<file path="config.mk">
export PLATFORM = sky130hd
export DESIGN_NAME = cd_ctrl
export DESIGN_NICKNAME = d
export VERILOG_FILES = /design/src/verilog/cd_pkg.sv /design/src/verilog/cd_tx_if.sv /design/src/verilog/cd_rx_if.sv /design/src/verilog/cd_csr.sv /design/src/verilog/cd_tx.sv /design/src/verilog/cd_rx.sv /design/src/verilog/cd_ctrl.sv
export SDC_FILE = /design/constraint.sdc
export NUM_CORES = 2
export LEC_CHECK = 0
export ABC_CLOCK_PERIOD_IN_PS = 15550
export BUFFER_PORTS_ARGS = -buffer_cell sky130_fd_sc_hd__clkbuf_2
export CORE_ASPECT_RATIO = 0.8
export CORE_MARGIN = 2
export CORE_UTILIZATION = 40
export CTS_CLUSTER_DIAMETER = 30
export DETAILED_ROUTE_END_ITERATION = 10
export GPL_TIMING_DRIVEN = 0
export PLACE_DENSITY_LB_ADDON = 0.05
export SETUP_SLACK_MARGIN = 0.4
export SLEW_MARGIN = 30
export SYNTH_ARGS = -nofsm -noshare
export SYNTH_HDL_FRONTEND = slang
export SYNTH_HIERARCHICAL = 1
export SYNTH_SLANG_ARGS = --single-unit
</file>
<file path="constraint.sdc">
create_clock -name clk -period 15.55 [get_ports clk]
set_input_delay 4.665 -clock clk [delete_from_list [all_inputs] [get_ports clk]]
set_output_delay 4.665 -clock clk [all_outputs]
set_load 0.05 [all_outputs]
</file>
<file path="src/verilog/cd_pkg.sv">
// shared encodings for the controller; a page holds 256 bytes but a frame carries at most 255
package cd_pkg;

    // host register map
    typedef enum logic [4:0] {
        VERSION  = 5'h00,
        SETTING  = 5'h02,
        IDLE_LEN = 5'h04,
        DIV_L    = 5'h0c,
        DIV_H    = 5'h0d,
        INT_MASK = 5'h11,
        INT_FLAG = 5'h12,
        RX_LEN   = 5'h13,
        RX       = 5'h14,
        TX       = 5'h15,
        RX_CTRL  = 5'h16,
        TX_CTRL  = 5'h17
    } csr_addr_e;

    typedef enum logic [1:0] {
        TX_IDLE,
        TX_START,
        TX_DATA,
        TX_STOP
    } tx_state_e;

    typedef enum logic [2:0] {
        RX_IDLE,
        RX_START,
        RX_DATA,
        RX_STOP,
        RX_GAP
    } rx_state_e;

    localparam int PAGE_SIZE = 256;
    localparam logic [7:0] IDLE_LEN_RST = 8'd10;

    // bit positions in INT_FLAG, the upper three bits read as zero
    localparam int INT_BUS_IDLE   = 0;
    localparam int INT_RX_PENDING = 1;
    localparam int INT_RX_ERROR   = 2;
    localparam int INT_RX_LOST    = 3;
    localparam int INT_TX_DONE    = 4;

endpackage

</file>
<file path="src/verilog/cd_tx_if.sv">
// transmit side link; the frame length is whatever wr_addr holds while send is high
`timescale 1ns/1ps

interface cd_tx_if;

    logic        wr_en;
    logic [7:0]  wr_addr;
    logic [7:0]  wr_data;
    logic        send;
    logic [15:0] div;
    logic        tx_invert;
    logic        pending;

    modport csr (
        output wr_en, wr_addr, wr_data, send, div, tx_invert,
        input  pending
    );

    modport tx (
        input  wr_en, wr_addr, wr_data, send, div, tx_invert,
        output pending
    );

endinterface

</file>
<file path="src/verilog/cd_rx_if.sv">
// receive side link; error and lost are single-cycle pulses that the register block holds
`timescale 1ns/1ps

interface cd_rx_if;

    logic [7:0]  rd_addr;
    logic        rd_done;
    logic        clean;
    logic [15:0] div;
    logic [7:0]  idle_len;
    logic        rx_invert;
    logic [7:0]  rd_byte;
    logic [7:0]  rd_len;
    logic        pending;
    logic        error;
    logic        lost;
    logic        bus_idle;

    modport csr (
        output rd_addr, rd_done, clean, div, idle_len, rx_invert,
        input  rd_byte, rd_len, pending, error, lost, bus_idle
    );

    modport rx (
        input  rd_addr, rd_done, clean, div, idle_len, rx_invert,
        output rd_byte, rd_len, pending, error, lost, bus_idle
    );

endinterface

</file>
<file path="src/verilog/cd_csr.sv">
// host register block; read and write strobes must not overlap and DIV_RESET must be at least 4
`timescale 1ns/1ps

module cd_csr #(
    parameter logic [7:0]  VERSION   = 8'h0f,
    parameter logic [15:0] DIV_RESET = 16'd8
) (
    input  logic        clk,
    input  logic        reset_n,
    input  logic [4:0]  csr_address,
    input  logic        csr_read,
    input  logic        csr_write,
    input  logic [7:0]  csr_writedata,
    output logic [7:0]  csr_readdata,
    output logic        irq,
    cd_tx_if.csr        tx,
    cd_rx_if.csr        rx
);

    logic        rx_invert;
    logic        tx_invert;
    logic [7:0]  idle_len;
    logic [15:0] div;
    logic [7:0]  div_bkup;
    logic [7:0]  int_mask;
    logic [7:0]  int_flag;
    logic        rx_error_flag;
    logic        rx_lost_flag;
    logic [7:0]  rx_rd_addr;
    logic [7:0]  tx_wr_addr;
    logic        send_arm;

    always_comb begin
        int_flag = 8'd0;
        int_flag[cd_pkg::INT_BUS_IDLE]   = rx.bus_idle;
        int_flag[cd_pkg::INT_RX_PENDING] = rx.pending;
        int_flag[cd_pkg::INT_RX_ERROR]   = rx_error_flag;
        int_flag[cd_pkg::INT_RX_LOST]    = rx_lost_flag;
        int_flag[cd_pkg::INT_TX_DONE]    = ~tx.pending;
    end

    assign irq = |(int_flag & int_mask);

    assign tx.wr_en     = csr_write && (csr_address == cd_pkg::TX);
    assign tx.wr_addr   = tx_wr_addr;
    assign tx.wr_data   = csr_writedata;
    assign tx.div       = div;
    assign tx.tx_invert = tx_invert;

    assign rx.rd_addr   = rx_rd_addr;
    assign rx.div       = div;
    assign rx.idle_len  = idle_len;
    assign rx.rx_invert = rx_invert;

    always_comb begin
        case (csr_address)
            cd_pkg::VERSION:  csr_readdata = VERSION;
            cd_pkg::SETTING:  csr_readdata = {1'b0, rx_invert, 4'd0, tx_invert, 1'b0};
            cd_pkg::IDLE_LEN: csr_readdata = idle_len;
            cd_pkg::DIV_L:    csr_readdata = div[7:0];
            cd_pkg::DIV_H:    csr_readdata = div[15:8];
            cd_pkg::INT_MASK: csr_readdata = int_mask;
            cd_pkg::INT_FLAG: csr_readdata = int_flag;
            cd_pkg::RX_LEN:   csr_readdata = rx.rd_len;
            cd_pkg::RX:       csr_readdata = rx.rd_byte;
            default:          csr_readdata = 8'd0;
        endcase
    end

    always_ff @(posedge clk or negedge reset_n) begin
        if (!reset_n) begin
            rx_invert     <= 1'b0;
            tx_invert     <= 1'b0;
            idle_len      <= cd_pkg::IDLE_LEN_RST;
            div           <= DIV_RESET;
            div_bkup      <= 8'd0;
            int_mask      <= 8'd0;
            rx_error_flag <= 1'b0;
            rx_lost_flag  <= 1'b0;
            rx_rd_addr    <= 8'd0;
            tx_wr_addr    <= 8'd0;
            send_arm      <= 1'b0;
            tx.send       <= 1'b0;
            rx.rd_done    <= 1'b0;
            rx.clean      <= 1'b0;
        end else begin
            send_arm   <= 1'b0;
            tx.send    <= send_arm;
            rx.rd_done <= 1'b0;
            rx.clean   <= 1'b0;

            // the transmitter takes the length on the send cycle, so the address clears after it
            if (tx.send)
                tx_wr_addr <= 8'd0;

            if (csr_read) begin
                if (csr_address == cd_pkg::INT_FLAG) begin
                    rx_error_flag <= 1'b0;
                    rx_lost_flag  <= 1'b0;
                end else if (csr_address == cd_pkg::RX) begin
                    rx_rd_addr <= rx_rd_addr + 8'd1;
                end
            end

            if (rx.error)
                rx_error_flag <= 1'b1;
            if (rx.lost)
                rx_lost_flag <= 1'b1;

            if (csr_write) begin
                case (csr_address)
                    cd_pkg::SETTING: begin
                        rx_invert <= csr_writedata[6];
                        tx_invert <= csr_writedata[1];
                    end
                    cd_pkg::IDLE_LEN: idle_len <= csr_writedata;
                    cd_pkg::DIV_L:    div <= {div_bkup, csr_writedata};
                    cd_pkg::DIV_H:    div_bkup <= csr_writedata;
                    cd_pkg::INT_MASK: int_mask <= csr_writedata;
                    cd_pkg::TX:       tx_wr_addr <= tx_wr_addr + 8'd1;
                    cd_pkg::RX_CTRL: begin
                        rx_rd_addr <= 8'd0;
                        rx.rd_done <= csr_writedata[1];
                        rx.clean   <= csr_writedata[4];
                    end
                    cd_pkg::TX_CTRL: begin
                        if (csr_writedata[1])
                            send_arm <= 1'b1;
                        else
                            tx_wr_addr <= 8'd0;
                    end
                    default: ;
                endcase
            end
        end
    end

    a_no_read_write: assert property (@(posedge clk) disable iff (!reset_n)
        !(csr_read && csr_write))
        else $error("csr_read and csr_write high in the same cycle");

endmodule

</file>
<file path="src/verilog/cd_tx.sv">
// transmit page and serializer; a send that arrives while a frame is on the line is dropped
`timescale 1ns/1ps

module cd_tx (
    input  logic clk,
    input  logic reset_n,
    cd_tx_if.tx  bus,
    output logic tx_line
);

    logic [7:0]  mem [cd_pkg::PAGE_SIZE];
    logic [7:0]  tx_len;
    logic [7:0]  idx;
    logic [7:0]  shift;
    logic [2:0]  bit_cnt;
    logic [15:0] cnt;
    logic        tick;
    logic        line_bit;
    cd_pkg::tx_state_e state;

    always_ff @(posedge clk) begin
        if (bus.wr_en)
            mem[bus.wr_addr] <= bus.wr_data;
    end

    assign tick        = cnt == bus.div - 16'd1;
    assign bus.pending = state != cd_pkg::TX_IDLE;

    always_comb begin
        case (state)
            cd_pkg::TX_START: line_bit = idx == tx_len;
            cd_pkg::TX_DATA:  line_bit = shift[0];
            default:          line_bit = 1'b1;
        endcase
    end

    assign tx_line = line_bit ^ bus.tx_invert;

    always_ff @(posedge clk or negedge reset_n) begin
        if (!reset_n) begin
            state   <= cd_pkg::TX_IDLE;
            tx_len  <= 8'd0;
            idx     <= 8'd0;
            bit_cnt <= 3'd0;
            cnt     <= 16'd0;
        end else begin
            case (state)
                cd_pkg::TX_IDLE: begin
                    if (bus.send) begin
                        tx_len <= bus.wr_addr;
                        idx    <= 8'd0;
                        cnt    <= 16'd0;
                        state  <= cd_pkg::TX_START;
                    end
                end
                cd_pkg::TX_START: begin
                    // all bytes sent, this cycle is the tail of pending
                    if (idx == tx_len) begin
                        state <= cd_pkg::TX_IDLE;
                    end else if (tick) begin
                        cnt     <= 16'd0;
                        bit_cnt <= 3'd0;
                        shift   <= mem[idx];
                        state   <= cd_pkg::TX_DATA;
                    end else begin
                        cnt <= cnt + 16'd1;
                    end
                end
                cd_pkg::TX_DATA: begin
                    if (tick) begin
                        cnt     <= 16'd0;
                        shift   <= shift >> 1;
                        bit_cnt <= bit_cnt + 3'd1;
                        if (bit_cnt == 3'd7)
                            state <= cd_pkg::TX_STOP;
                    end else begin
                        cnt <= cnt + 16'd1;
                    end
                end
                default: begin
                    if (tick) begin
                        cnt   <= 16'd0;
                        idx   <= idx + 8'd1;
                        state <= cd_pkg::TX_START;
                    end else begin
                        cnt <= cnt + 16'd1;
                    end
                end
            endcase
        end
    end

    a_send_idle: assert property (@(posedge clk) disable iff (!reset_n)
        bus.send |-> !bus.pending)
        else $error("send while a frame is still being transmitted");

endmodule

</file>
<file path="src/verilog/cd_rx.sv">
// receive deserializer and page; the host must release a pending page or new frames are dropped
`timescale 1ns/1ps

module cd_rx (
    input  logic clk,
    input  logic reset_n,
    cd_rx_if.rx  bus,
    input  logic rx_line
);

    logic [7:0]  mem [cd_pkg::PAGE_SIZE];
    logic        rx_meta;
    logic        rx_sync;
    logic        line;
    logic        line_d;
    logic [15:0] cnt;
    logic [2:0]  bit_cnt;
    logic [7:0]  shift;
    logic [7:0]  byte_cnt;
    logic [7:0]  gap_bits;
    logic [7:0]  wr_ptr;
    logic        frame_open;
    logic        frame_drop;
    logic        start_edge;
    logic        tick_half;
    logic        tick_full;
    logic        store_en;
    cd_pkg::rx_state_e state;

    assign line       = rx_sync ^ bus.rx_invert;
    assign start_edge = line_d & ~line;
    assign tick_half  = cnt == {1'b0, bus.div[15:1]} - 16'd1;
    assign tick_full  = cnt == bus.div - 16'd1;
    assign store_en   = (state == cd_pkg::RX_STOP) && tick_full && line
                        && !bus.pending && !frame_drop;
    // the first byte of a frame starts over at address 0
    assign wr_ptr     = frame_open ? byte_cnt : 8'd0;

    always_ff @(posedge clk) begin
        if (store_en)
            mem[wr_ptr] <= shift;
    end

    assign bus.rd_byte  = mem[bus.rd_addr];
    assign bus.rd_len   = byte_cnt;
    assign bus.bus_idle = state == cd_pkg::RX_IDLE;

    always_ff @(posedge clk or negedge reset_n) begin
        if (!reset_n) begin
            rx_meta     <= 1'b1;
            rx_sync     <= 1'b1;
            line_d      <= 1'b1;
            state       <= cd_pkg::RX_IDLE;
            cnt         <= 16'd0;
            bit_cnt     <= 3'd0;
            gap_bits    <= 8'd0;
            byte_cnt    <= 8'd0;
            frame_open  <= 1'b0;
            frame_drop  <= 1'b0;
            bus.pending <= 1'b0;
            bus.error   <= 1'b0;
            bus.lost    <= 1'b0;
        end else begin
            rx_meta   <= rx_line;
            rx_sync   <= rx_meta;
            line_d    <= line;
            bus.error <= 1'b0;
            bus.lost  <= 1'b0;
            case (state)
                cd_pkg::RX_IDLE: begin
                    if (start_edge) begin
                        cnt   <= 16'd0;
                        state <= cd_pkg::RX_START;
                    end
                end
                cd_pkg::RX_START: begin
                    if (tick_half) begin
                        cnt      <= 16'd0;
                        bit_cnt  <= 3'd0;
                        gap_bits <= 8'd0;
                        state    <= line ? cd_pkg::RX_GAP : cd_pkg::RX_DATA;
                    end else begin
                        cnt <= cnt + 16'd1;
                    end
                end
                cd_pkg::RX_DATA: begin
                    if (tick_full) begin
                        cnt     <= 16'd0;
                        shift   <= {line, shift[7:1]};
                        bit_cnt <= bit_cnt + 3'd1;
                        if (bit_cnt == 3'd7)
                            state <= cd_pkg::RX_STOP;
                    end else begin
                        cnt <= cnt + 16'd1;
                    end
                end
                cd_pkg::RX_STOP: begin
                    if (tick_full) begin
                        cnt      <= 16'd0;
                        gap_bits <= 8'd0;
                        state    <= cd_pkg::RX_GAP;
                        if (!line) begin
                            bus.error <= 1'b1;
                        end else if (store_en) begin
                            byte_cnt   <= wr_ptr + 8'd1;
                            frame_open <= 1'b1;
                        end else if (!frame_drop) begin
                            frame_drop <= 1'b1;
                            bus.lost   <= 1'b1;
                        end
                    end else begin
                        cnt <= cnt + 16'd1;
                    end
                end
                default: begin
                    if (start_edge) begin
                        cnt   <= 16'd0;
                        state <= cd_pkg::RX_START;
                    end else if (!line) begin
                        cnt      <= 16'd0;
                        gap_bits <= 8'd0;
                    end else if (tick_full) begin
                        cnt      <= 16'd0;
                        gap_bits <= gap_bits + 8'd1;
                        if (gap_bits + 8'd1 >= bus.idle_len) begin
                            state      <= cd_pkg::RX_IDLE;
                            frame_open <= 1'b0;
                            frame_drop <= 1'b0;
                            if (frame_open)
                                bus.pending <= 1'b1;
                        end
                    end else begin
                        cnt <= cnt + 16'd1;
                    end
                end
            endcase

            if (bus.rd_done)
                bus.pending <= 1'b0;
            if (bus.clean) begin
                bus.pending <= 1'b0;
                byte_cnt    <= 8'd0;
                frame_open  <= 1'b0;
            end
        end
    end

    a_len_no_wrap: assert property (@(posedge clk) disable iff (!reset_n)
        store_en |=> byte_cnt != 8'd0)
        else $error("receive byte count wrapped past the page size");

endmodule

</file>
<file path="src/verilog/cd_ctrl.sv">
// controller top; the serial lines are plain wires and any inversion is set through SETTING
`timescale 1ns/1ps

module cd_ctrl #(
    parameter logic [7:0]  VERSION   = 8'h0f,
    parameter logic [15:0] DIV_RESET = 16'd8
) (
    input  logic       clk,
    input  logic       reset_n,
    input  logic [4:0] csr_address,
    input  logic       csr_read,
    output logic [7:0] csr_readdata,
    input  logic       csr_write,
    input  logic [7:0] csr_writedata,
    output logic       irq,
    output logic       tx_line,
    input  logic       rx_line
);

    // ~~~~~~~~~~~~~~~~~~~~~~~~~~~~~~
    // links between the register block and both data paths
    // ~~~~~~~~~~~~~~~~~~~~~~~~~~~~~~
    cd_tx_if tx_bus ();
    cd_rx_if rx_bus ();

    cd_csr #(
        .VERSION   (VERSION),
        .DIV_RESET (DIV_RESET)
    ) u_csr (
        .clk           (clk),
        .reset_n       (reset_n),
        .csr_address   (csr_address),
        .csr_read      (csr_read),
        .csr_write     (csr_write),
        .csr_writedata (csr_writedata),
        .csr_readdata  (csr_readdata),
        .irq           (irq),
        .tx            (tx_bus.csr),
        .rx            (rx_bus.csr)
    );

    cd_tx u_tx (
        .clk     (clk),
        .reset_n (reset_n),
        .bus     (tx_bus.tx),
        .tx_line (tx_line)
    );

    cd_rx u_rx (
        .clk     (clk),
        .reset_n (reset_n),
        .bus     (rx_bus.rx),
        .rx_line (rx_line)
    );

endmodule

</file>
==> After elaboration in Yosys (flattened, before gate mapping) <==
Memory sizes are Yosys's and may differ from the RTL's.
Index checks and enable logic that the tools add are counted.
{ "totals": {"register_bits": 163, "mem_bits_rw": 4096, "input_bits": 18, "out_inout_bits": 10, "wordCells": 267, "n_memories": 2} }
{ "mem_list": {"columns": ["name", "depth", "width", "rd", "rd_clocked_by_memory_dff", "write_ports", "line", "source"], "rows": [
  ["u_rx.mem", 256, 8, 1, 0, 1, "cd_rx.sv:11", "logic [7:0] mem [cd_pkg::PAGE_SIZE];"],
  ["u_tx.mem", 256, 8, 1, 0, 1, "cd_tx.sv:11", "logic [7:0] mem [cd_pkg::PAGE_SIZE];"]
]} }
{ "classes": {"n_addsub": 11, "magnitude_cmp": 1, "eq_ne": 42, "n_mux": 109, "bitwise_logic": 9, "reduce_logical": 59} }
{ "ops": {"columns": ["op", "n"], "rows": [
  ["two-way mux 8 bit", 24],
  ["two-way mux 16 bit", 8],
  ["one-hot mux 8 bit (9 select lines)", 1],
  ["equality test 16 bit", 3],
  ["one-hot mux 16 bit (3 select lines)", 1],
  ["one-hot mux 8 bit (2 select lines)", 3],
  ["two-way mux 3 bit", 15],
  ["two-way mux 1 bit", 42],
  ["adder 8 x 1 -> 8 bit, second input constant", 5],
  ["equality test 5 bit, second input constant", 7],
  ["adder 16 x 1 -> 16 bit, second input constant", 2],
  ["one-hot mux 16 bit (2 select lines)", 1],
  ["nonzero test 2 bit", 13],
  ["one-hot mux 8 bit (3 select lines)", 1],
  ["nonzero test 3 bit", 7],
  ["inequality test 2 x 1 -> 1 bit, second input constant", 9],
  ["AND reduction 2 bit", 9],
  ["AND reduction 6 bit", 3],
  ["subtractor 15 x 1 -> 16 bit, second input constant", 1],
  ["subtractor 16 x 1 -> 16 bit, second input constant", 1],
  ["AND reduction 5 bit", 3],
  ["two-way mux 2 bit", 6],
  ["inequality test 3 bit, second input constant", 4],
  ["one-hot mux 3 bit (2 select lines)", 2],
  ["34 further kinds", 60]
]} }

==> Longest topological paths before layout <==
{ "depth": {"word_depth": 11, "mapped_depth": 14, "ltp_nobuf": 11} }

==> Cells and area by module <==
The synthesis kept the hierarchy.
{ "modules_own_cells": {"columns": ["module", "instances", "cells_per_inst", "area_per_inst_um2", "seq_area_each_um2"], "rows": [
  ["cd_rx", 1, 3710, 82862.0, 62894.1],
  ["cd_tx", 1, 4214, 82628.0, 62665.1],
  ["cd_csr", 1, 291, 3289.4, 1605.3]
]} }

==> Least setup slack after synthesis <==
No wires, ideal clock.
{ "synth_timing": {"path_kind": "input -> output", "startpoint": "input port csr_address[0]", "endpoint": "output port csr_readdata[2]", "arrival_ns": 6.093, "required_ns": 10.885, "setup_slack_ns": 4.792, "path_stages": 6, "path_buffers": 2, "cell_sequence": "buf_6 -> clkbuf_1 -> mux2i_1 -> o21ai_0 -> a222oi_1 -> nand3_1"} }
{ "synth_between": {"elab_chain_cells": 2, "elab_cells_between_ends": 10, "cone_classes": "8 x eq/ne; 1 x mux; 1 x reduce/logical"} }
{ "synth_lines": {"columns": ["element", "line", "source"], "rows": [
  ["from (decl)", "cd_ctrl.sv:10", "input logic [4:0] csr_address,"],
  ["equality test 5 bit (tied with other cells)", "cd_csr.sv:56", "case (csr_address)"],
  ["one-hot mux 8 bit (9 select lines) *", "cd_csr.sv:56", null],
  ["to (decl)", "cd_ctrl.sv:12", "output logic [7:0] csr_readdata,"]
]} }
Every way passes the cells marked *; elsewhere a longest branch is shown, timed or not.

==> Worst setup path after layout <==
{ "layout_timing": {"startpoint": "register u_csr.rx_rd_addr[0] (netlist: u_csr/rx.rd_addr[0])", "endpoint": "output port csr_readdata[4]"} }
{ "layout_between": {"elab_chain_cells": 2} }
{ "layout_lines": {"columns": ["element", "line", "source"], "rows": [
  ["from (decl)", "cd_csr.sv:29", "logic [7:0] rx_rd_addr;"],
  ["from (signal assigned)", "cd_csr.sv:101", "rx_rd_addr <= rx_rd_addr + 8'd1;"],
  ["memory (256 x 8 bit)", null, null],
  ["named net rx_bus.rd_byte[4]", "cd_rx_if.sv:12", "logic [7:0] rd_byte;"],
  ["one-hot mux 8 bit (9 select lines)", "cd_csr.sv:56", null]
]} }
The timed path passes the listed nets, and every way through them passes these cells.

==> impl_metrics.yaml <==
run_status:
  status: "finished, final reports clean"
global_routing:
  grt_pass1_vias: 93500
  overflow: 0
  antenna_found_initial: 85
  grt_max_degree: 107
  grt_pass1_wl_um: 866000
  grt_usage_pct: 30.6
sta:
  slew_headroom_pct: 17.1
  maxSlewViolCount: 0
  final_hold_viol_count: 0
  rsz0062_at_grt: "false"
  tightest_slew_ps: 1210
  fmax_mhz: 83.8
  finalCritPeriodShare_pct: 76.7
  min_period_ps: 11930
  fin_hold_ws_ps: 345
  tns_ps: 0
  fin_worst_skew_ps: 69.5
  setup_viol: 0
setup_path:
  crit_top_cell: "mux4_2"
  cp_top_family: "buffers and inverters"
  max_stage_delay_ps: 830
  cp_num_buf_inv: 4
  crit_required_ps: 10890
  startpoint_type: "register"
  crit_chain: "clkbuf_1, clkbuf_1, buf_2, mux4_2, mux4_2, mux4_2, a22oi_1, nand2_1, a22oi_1, nand4_1, clkbuf_2"
  worstSetupEndpointType: "output port"
  cp_slowest_cell: "clkbuf_1"
  crit_type: "register to output port"
  cp.arrival_ps: 7270
  critical_path.max_fanout: 10
floorplan:
  die-area_um2: 427000
  ioPinCount: 28
  die_x_um: 730
  row_count: 213
  start_util_pct: 40.1
  die_h_um: 585
  core_area_um2: 421000
synth:
  synth_nets: 8262
  syn_inst: 8215
  ys_seq_elements: 4259
  netlist-cell-type-count: 101
  syn_area_per_cell_um2: 20.5
  ys.flop_type: "edfxtp_1"
  seq_area_frac_synth_pct: 75.3
  yosys_warnings: 6
  synth_edf_count: 4112
  netlist_area_um2: 169000
  synthArstFlopShare_pct: 3.45
cells_and_area:
  fin_nets: 9372
  fin_cells: 15600
  drive_above_1_share_pct: 33.6
  fin_util_pct: 49.9
  finalInstanceArea_um2: 210000
  synthToLayoutAreaGrowth_pct: 24.3
hold_path:
  hold_path.class: "register to register"
clock_network:
  cts_made_buffers: 810
  path_clk_slew_ps: 50
  cts_resized: 0
  cts_buffer_depth: 4
  cts_setup_buffers: 0
  tritoncts: "built"
  htreeDepth: 6
  clock_sinks: 4259
  cts_hold_buf: 0
  clk_latency_ps: 1140
  cts_root_buf: "clkbuf_16"
pwr:
  power.switching_w: 0.00827
  internal_power_w: 0.0255
  power_frac_comb_pct: 10.4
  irDropWorstVdd_mv: 0.115
  clockPowerShare_pct: 52.1
  power_density_nw_per_um2: 161
  power_frac_seq_pct: 37.5
  switching_share_pct: 24.5
  leakage_nw: 67.1
drt:
  met1_length_um: 289000
  drt_iter0_drc: 16200
  maxUsedRoutingLayer: "met5"
  wl_met2_um: 261000
  wire_per_inst_um: 42.3
  post_drt_via_cell_ratio: 6.32
  first_pass_iters: 8
  wl_met3_um: 92000
  vias: 98700
  drc: 0
  ant_nets: 0
  wirelength_um: 662000
place:
  portBuffers: 22
  dpl_cell_area_um2: 182000
  dpl.cell_count: 14100
  gp_congestion: 0.984
  hpwl_um: 464000
run:
  cap_violations: 0
power groups by stage:
stage               clock network (W)  registers, W  logic, W
finish                         0.0176        0.0126   0.00351
global route                   0.0183        0.0126   0.00363
CTS                            0.0178        0.0126   0.00349
detailed placement                  0        0.0128   0.00348
global placement                    0        0.0129   0.00335
floorplan                           0        0.0128   0.00199
final cells by class:
type	count	area (um^2)
buffer	512	2760
fill	34100	211000
antenna	22	55.1
sequential	4259	127000
timing repair buffer	298	5390
clock inverter	600	6640
tap	5590	6990
clock buffer	908	21000
multi-input combinational	3385	39600
inverter	59	221
kinds of logic after synthesis:
group	count (synthesis)	share of synthesized area (%)
compound gates	626	2.59
xor+xnor	98	0.517
fa+ha+maj	30	0.221
buf+inv	571	1.50
flops	4259	75.3
mux	1437	16.5
simple gates	1194	3.30
flip-flops by register name, indices dropped and copies added, names as in the netlist, 16 cells and up:
name          count
u_tx/mem       2048
u_tx/cnt         16
u_rx/mem       2048
u_rx/cnt         16
u_csr/rx.div     16
routing by layer:
layer / global-route usage, % / vias up
met5: 0 / -
met4: 8.38 / 12
met3: 11.5 / 1043
met2: 39.9 / 6747
met1: 47.5 / 54100
li1: - / 36800
final timing paths:
kind                                                from  cells after the start  slack [ps]                            to
setup / recovery           u_csr/rx.rd_addr[0]$_DFF_PN0_                     11        3620               csr_readdata[4]
hold / removal                  u_csr/send_arm$_DFF_PN0_                      0         340       u_csr/tx.send$_DFF_PN0_
setup reg to reg                 u_tx/idx[0]$_DFFE_PN0P_                     12        8760       u_tx/shift[0]$_DFFE_PP_
hold reg to reg                 u_csr/send_arm$_DFF_PN0_                      0         340       u_csr/tx.send$_DFF_PN0_
max in group asynchronous                        reset_n                      2       11290       u_rx/cnt[5]$_DFFE_PN0N_
min in group asynchronous                        reset_n                      1        3520  u_csr/rx.div[13]$_DFFE_PN0P_
placed cells by master, fill, tap and decap left out, types with 76 or more instances in the layout:
| cell type | count |
|---|---|
| edfxtp_1 | 4112 |
| nand2_1 | 163 |
| a22oi_1 | 93 |
| nor2_1 | 470 |
| clkinv_1 | 120 |
| clkbuf_2 | 175 |
| buf_4 | 76 |
| a21oi_1 | 117 |
| mux2i_1 | 303 |
| dfrtp_1 | 141 |
| buf_16 | 91 |
| clkinvlp_4 | 87 |
| mux4_2 | 1074 |
| buf_2 | 134 |
| bufinv_16 | 109 |
| nor2_2 | 155 |
| clkbuf_16 | 824 |
| clkbuf_1 | 198 |
| nand3_1 | 91 |
| clkinv_2 | 146 |
metrics by stage:
step	total power, W	worst slack (ps)
global placement	0.0162	3820
global route	0.0346	3490
finish	0.0337	3620
detailed placement	0.0163	4130
CTS	0.0339	3450
floorplan	0.0148	4790
Yosys cell counts (24+ instances only):
| library cell | instances | area share, % |
|---|---|---|
| mux2_2 | 57 | 0.38 |
| buf_1 | 83 | 0.18 |
| nand4_1 | 41 | 0.15 |
| mux2i_1 | 305 | 1.8 |
| ha_1 | 29 | 0.21 |
| mux4_2 | 1074 | 14 |
| nor3_1 | 51 | 0.15 |
| edfxtp_1 | 4112 | 73 |
| xnor2_1 | 49 | 0.25 |
| a21oi_1 | 117 | 0.35 |
| a22oi_1 | 93 | 0.41 |
| buf_4 | 66 | 0.29 |
| o22ai_1 | 54 | 0.20 |
| o221ai_1 | 57 | 0.30 |
| inv_1 | 56 | 0.12 |
| buf_2 | 71 | 0.21 |
| o21ai_0 | 82 | 0.24 |
| a211oi_1 | 26 | 0.12 |
| nor2b_1 | 37 | 0.14 |
| nor2_1 | 626 | 1.4 |
| dfrtp_1 | 141 | 2.1 |
| nor4_1 | 29 | 0.11 |
| a31oi_1 | 24 | 0.089 |
| nand3_1 | 99 | 0.29 |
| clkbuf_1 | 284 | 0.63 |
| xor2_1 | 48 | 0.25 |
| nand2_1 | 167 | 0.37 |
Power figures use the tool's default switching activity.
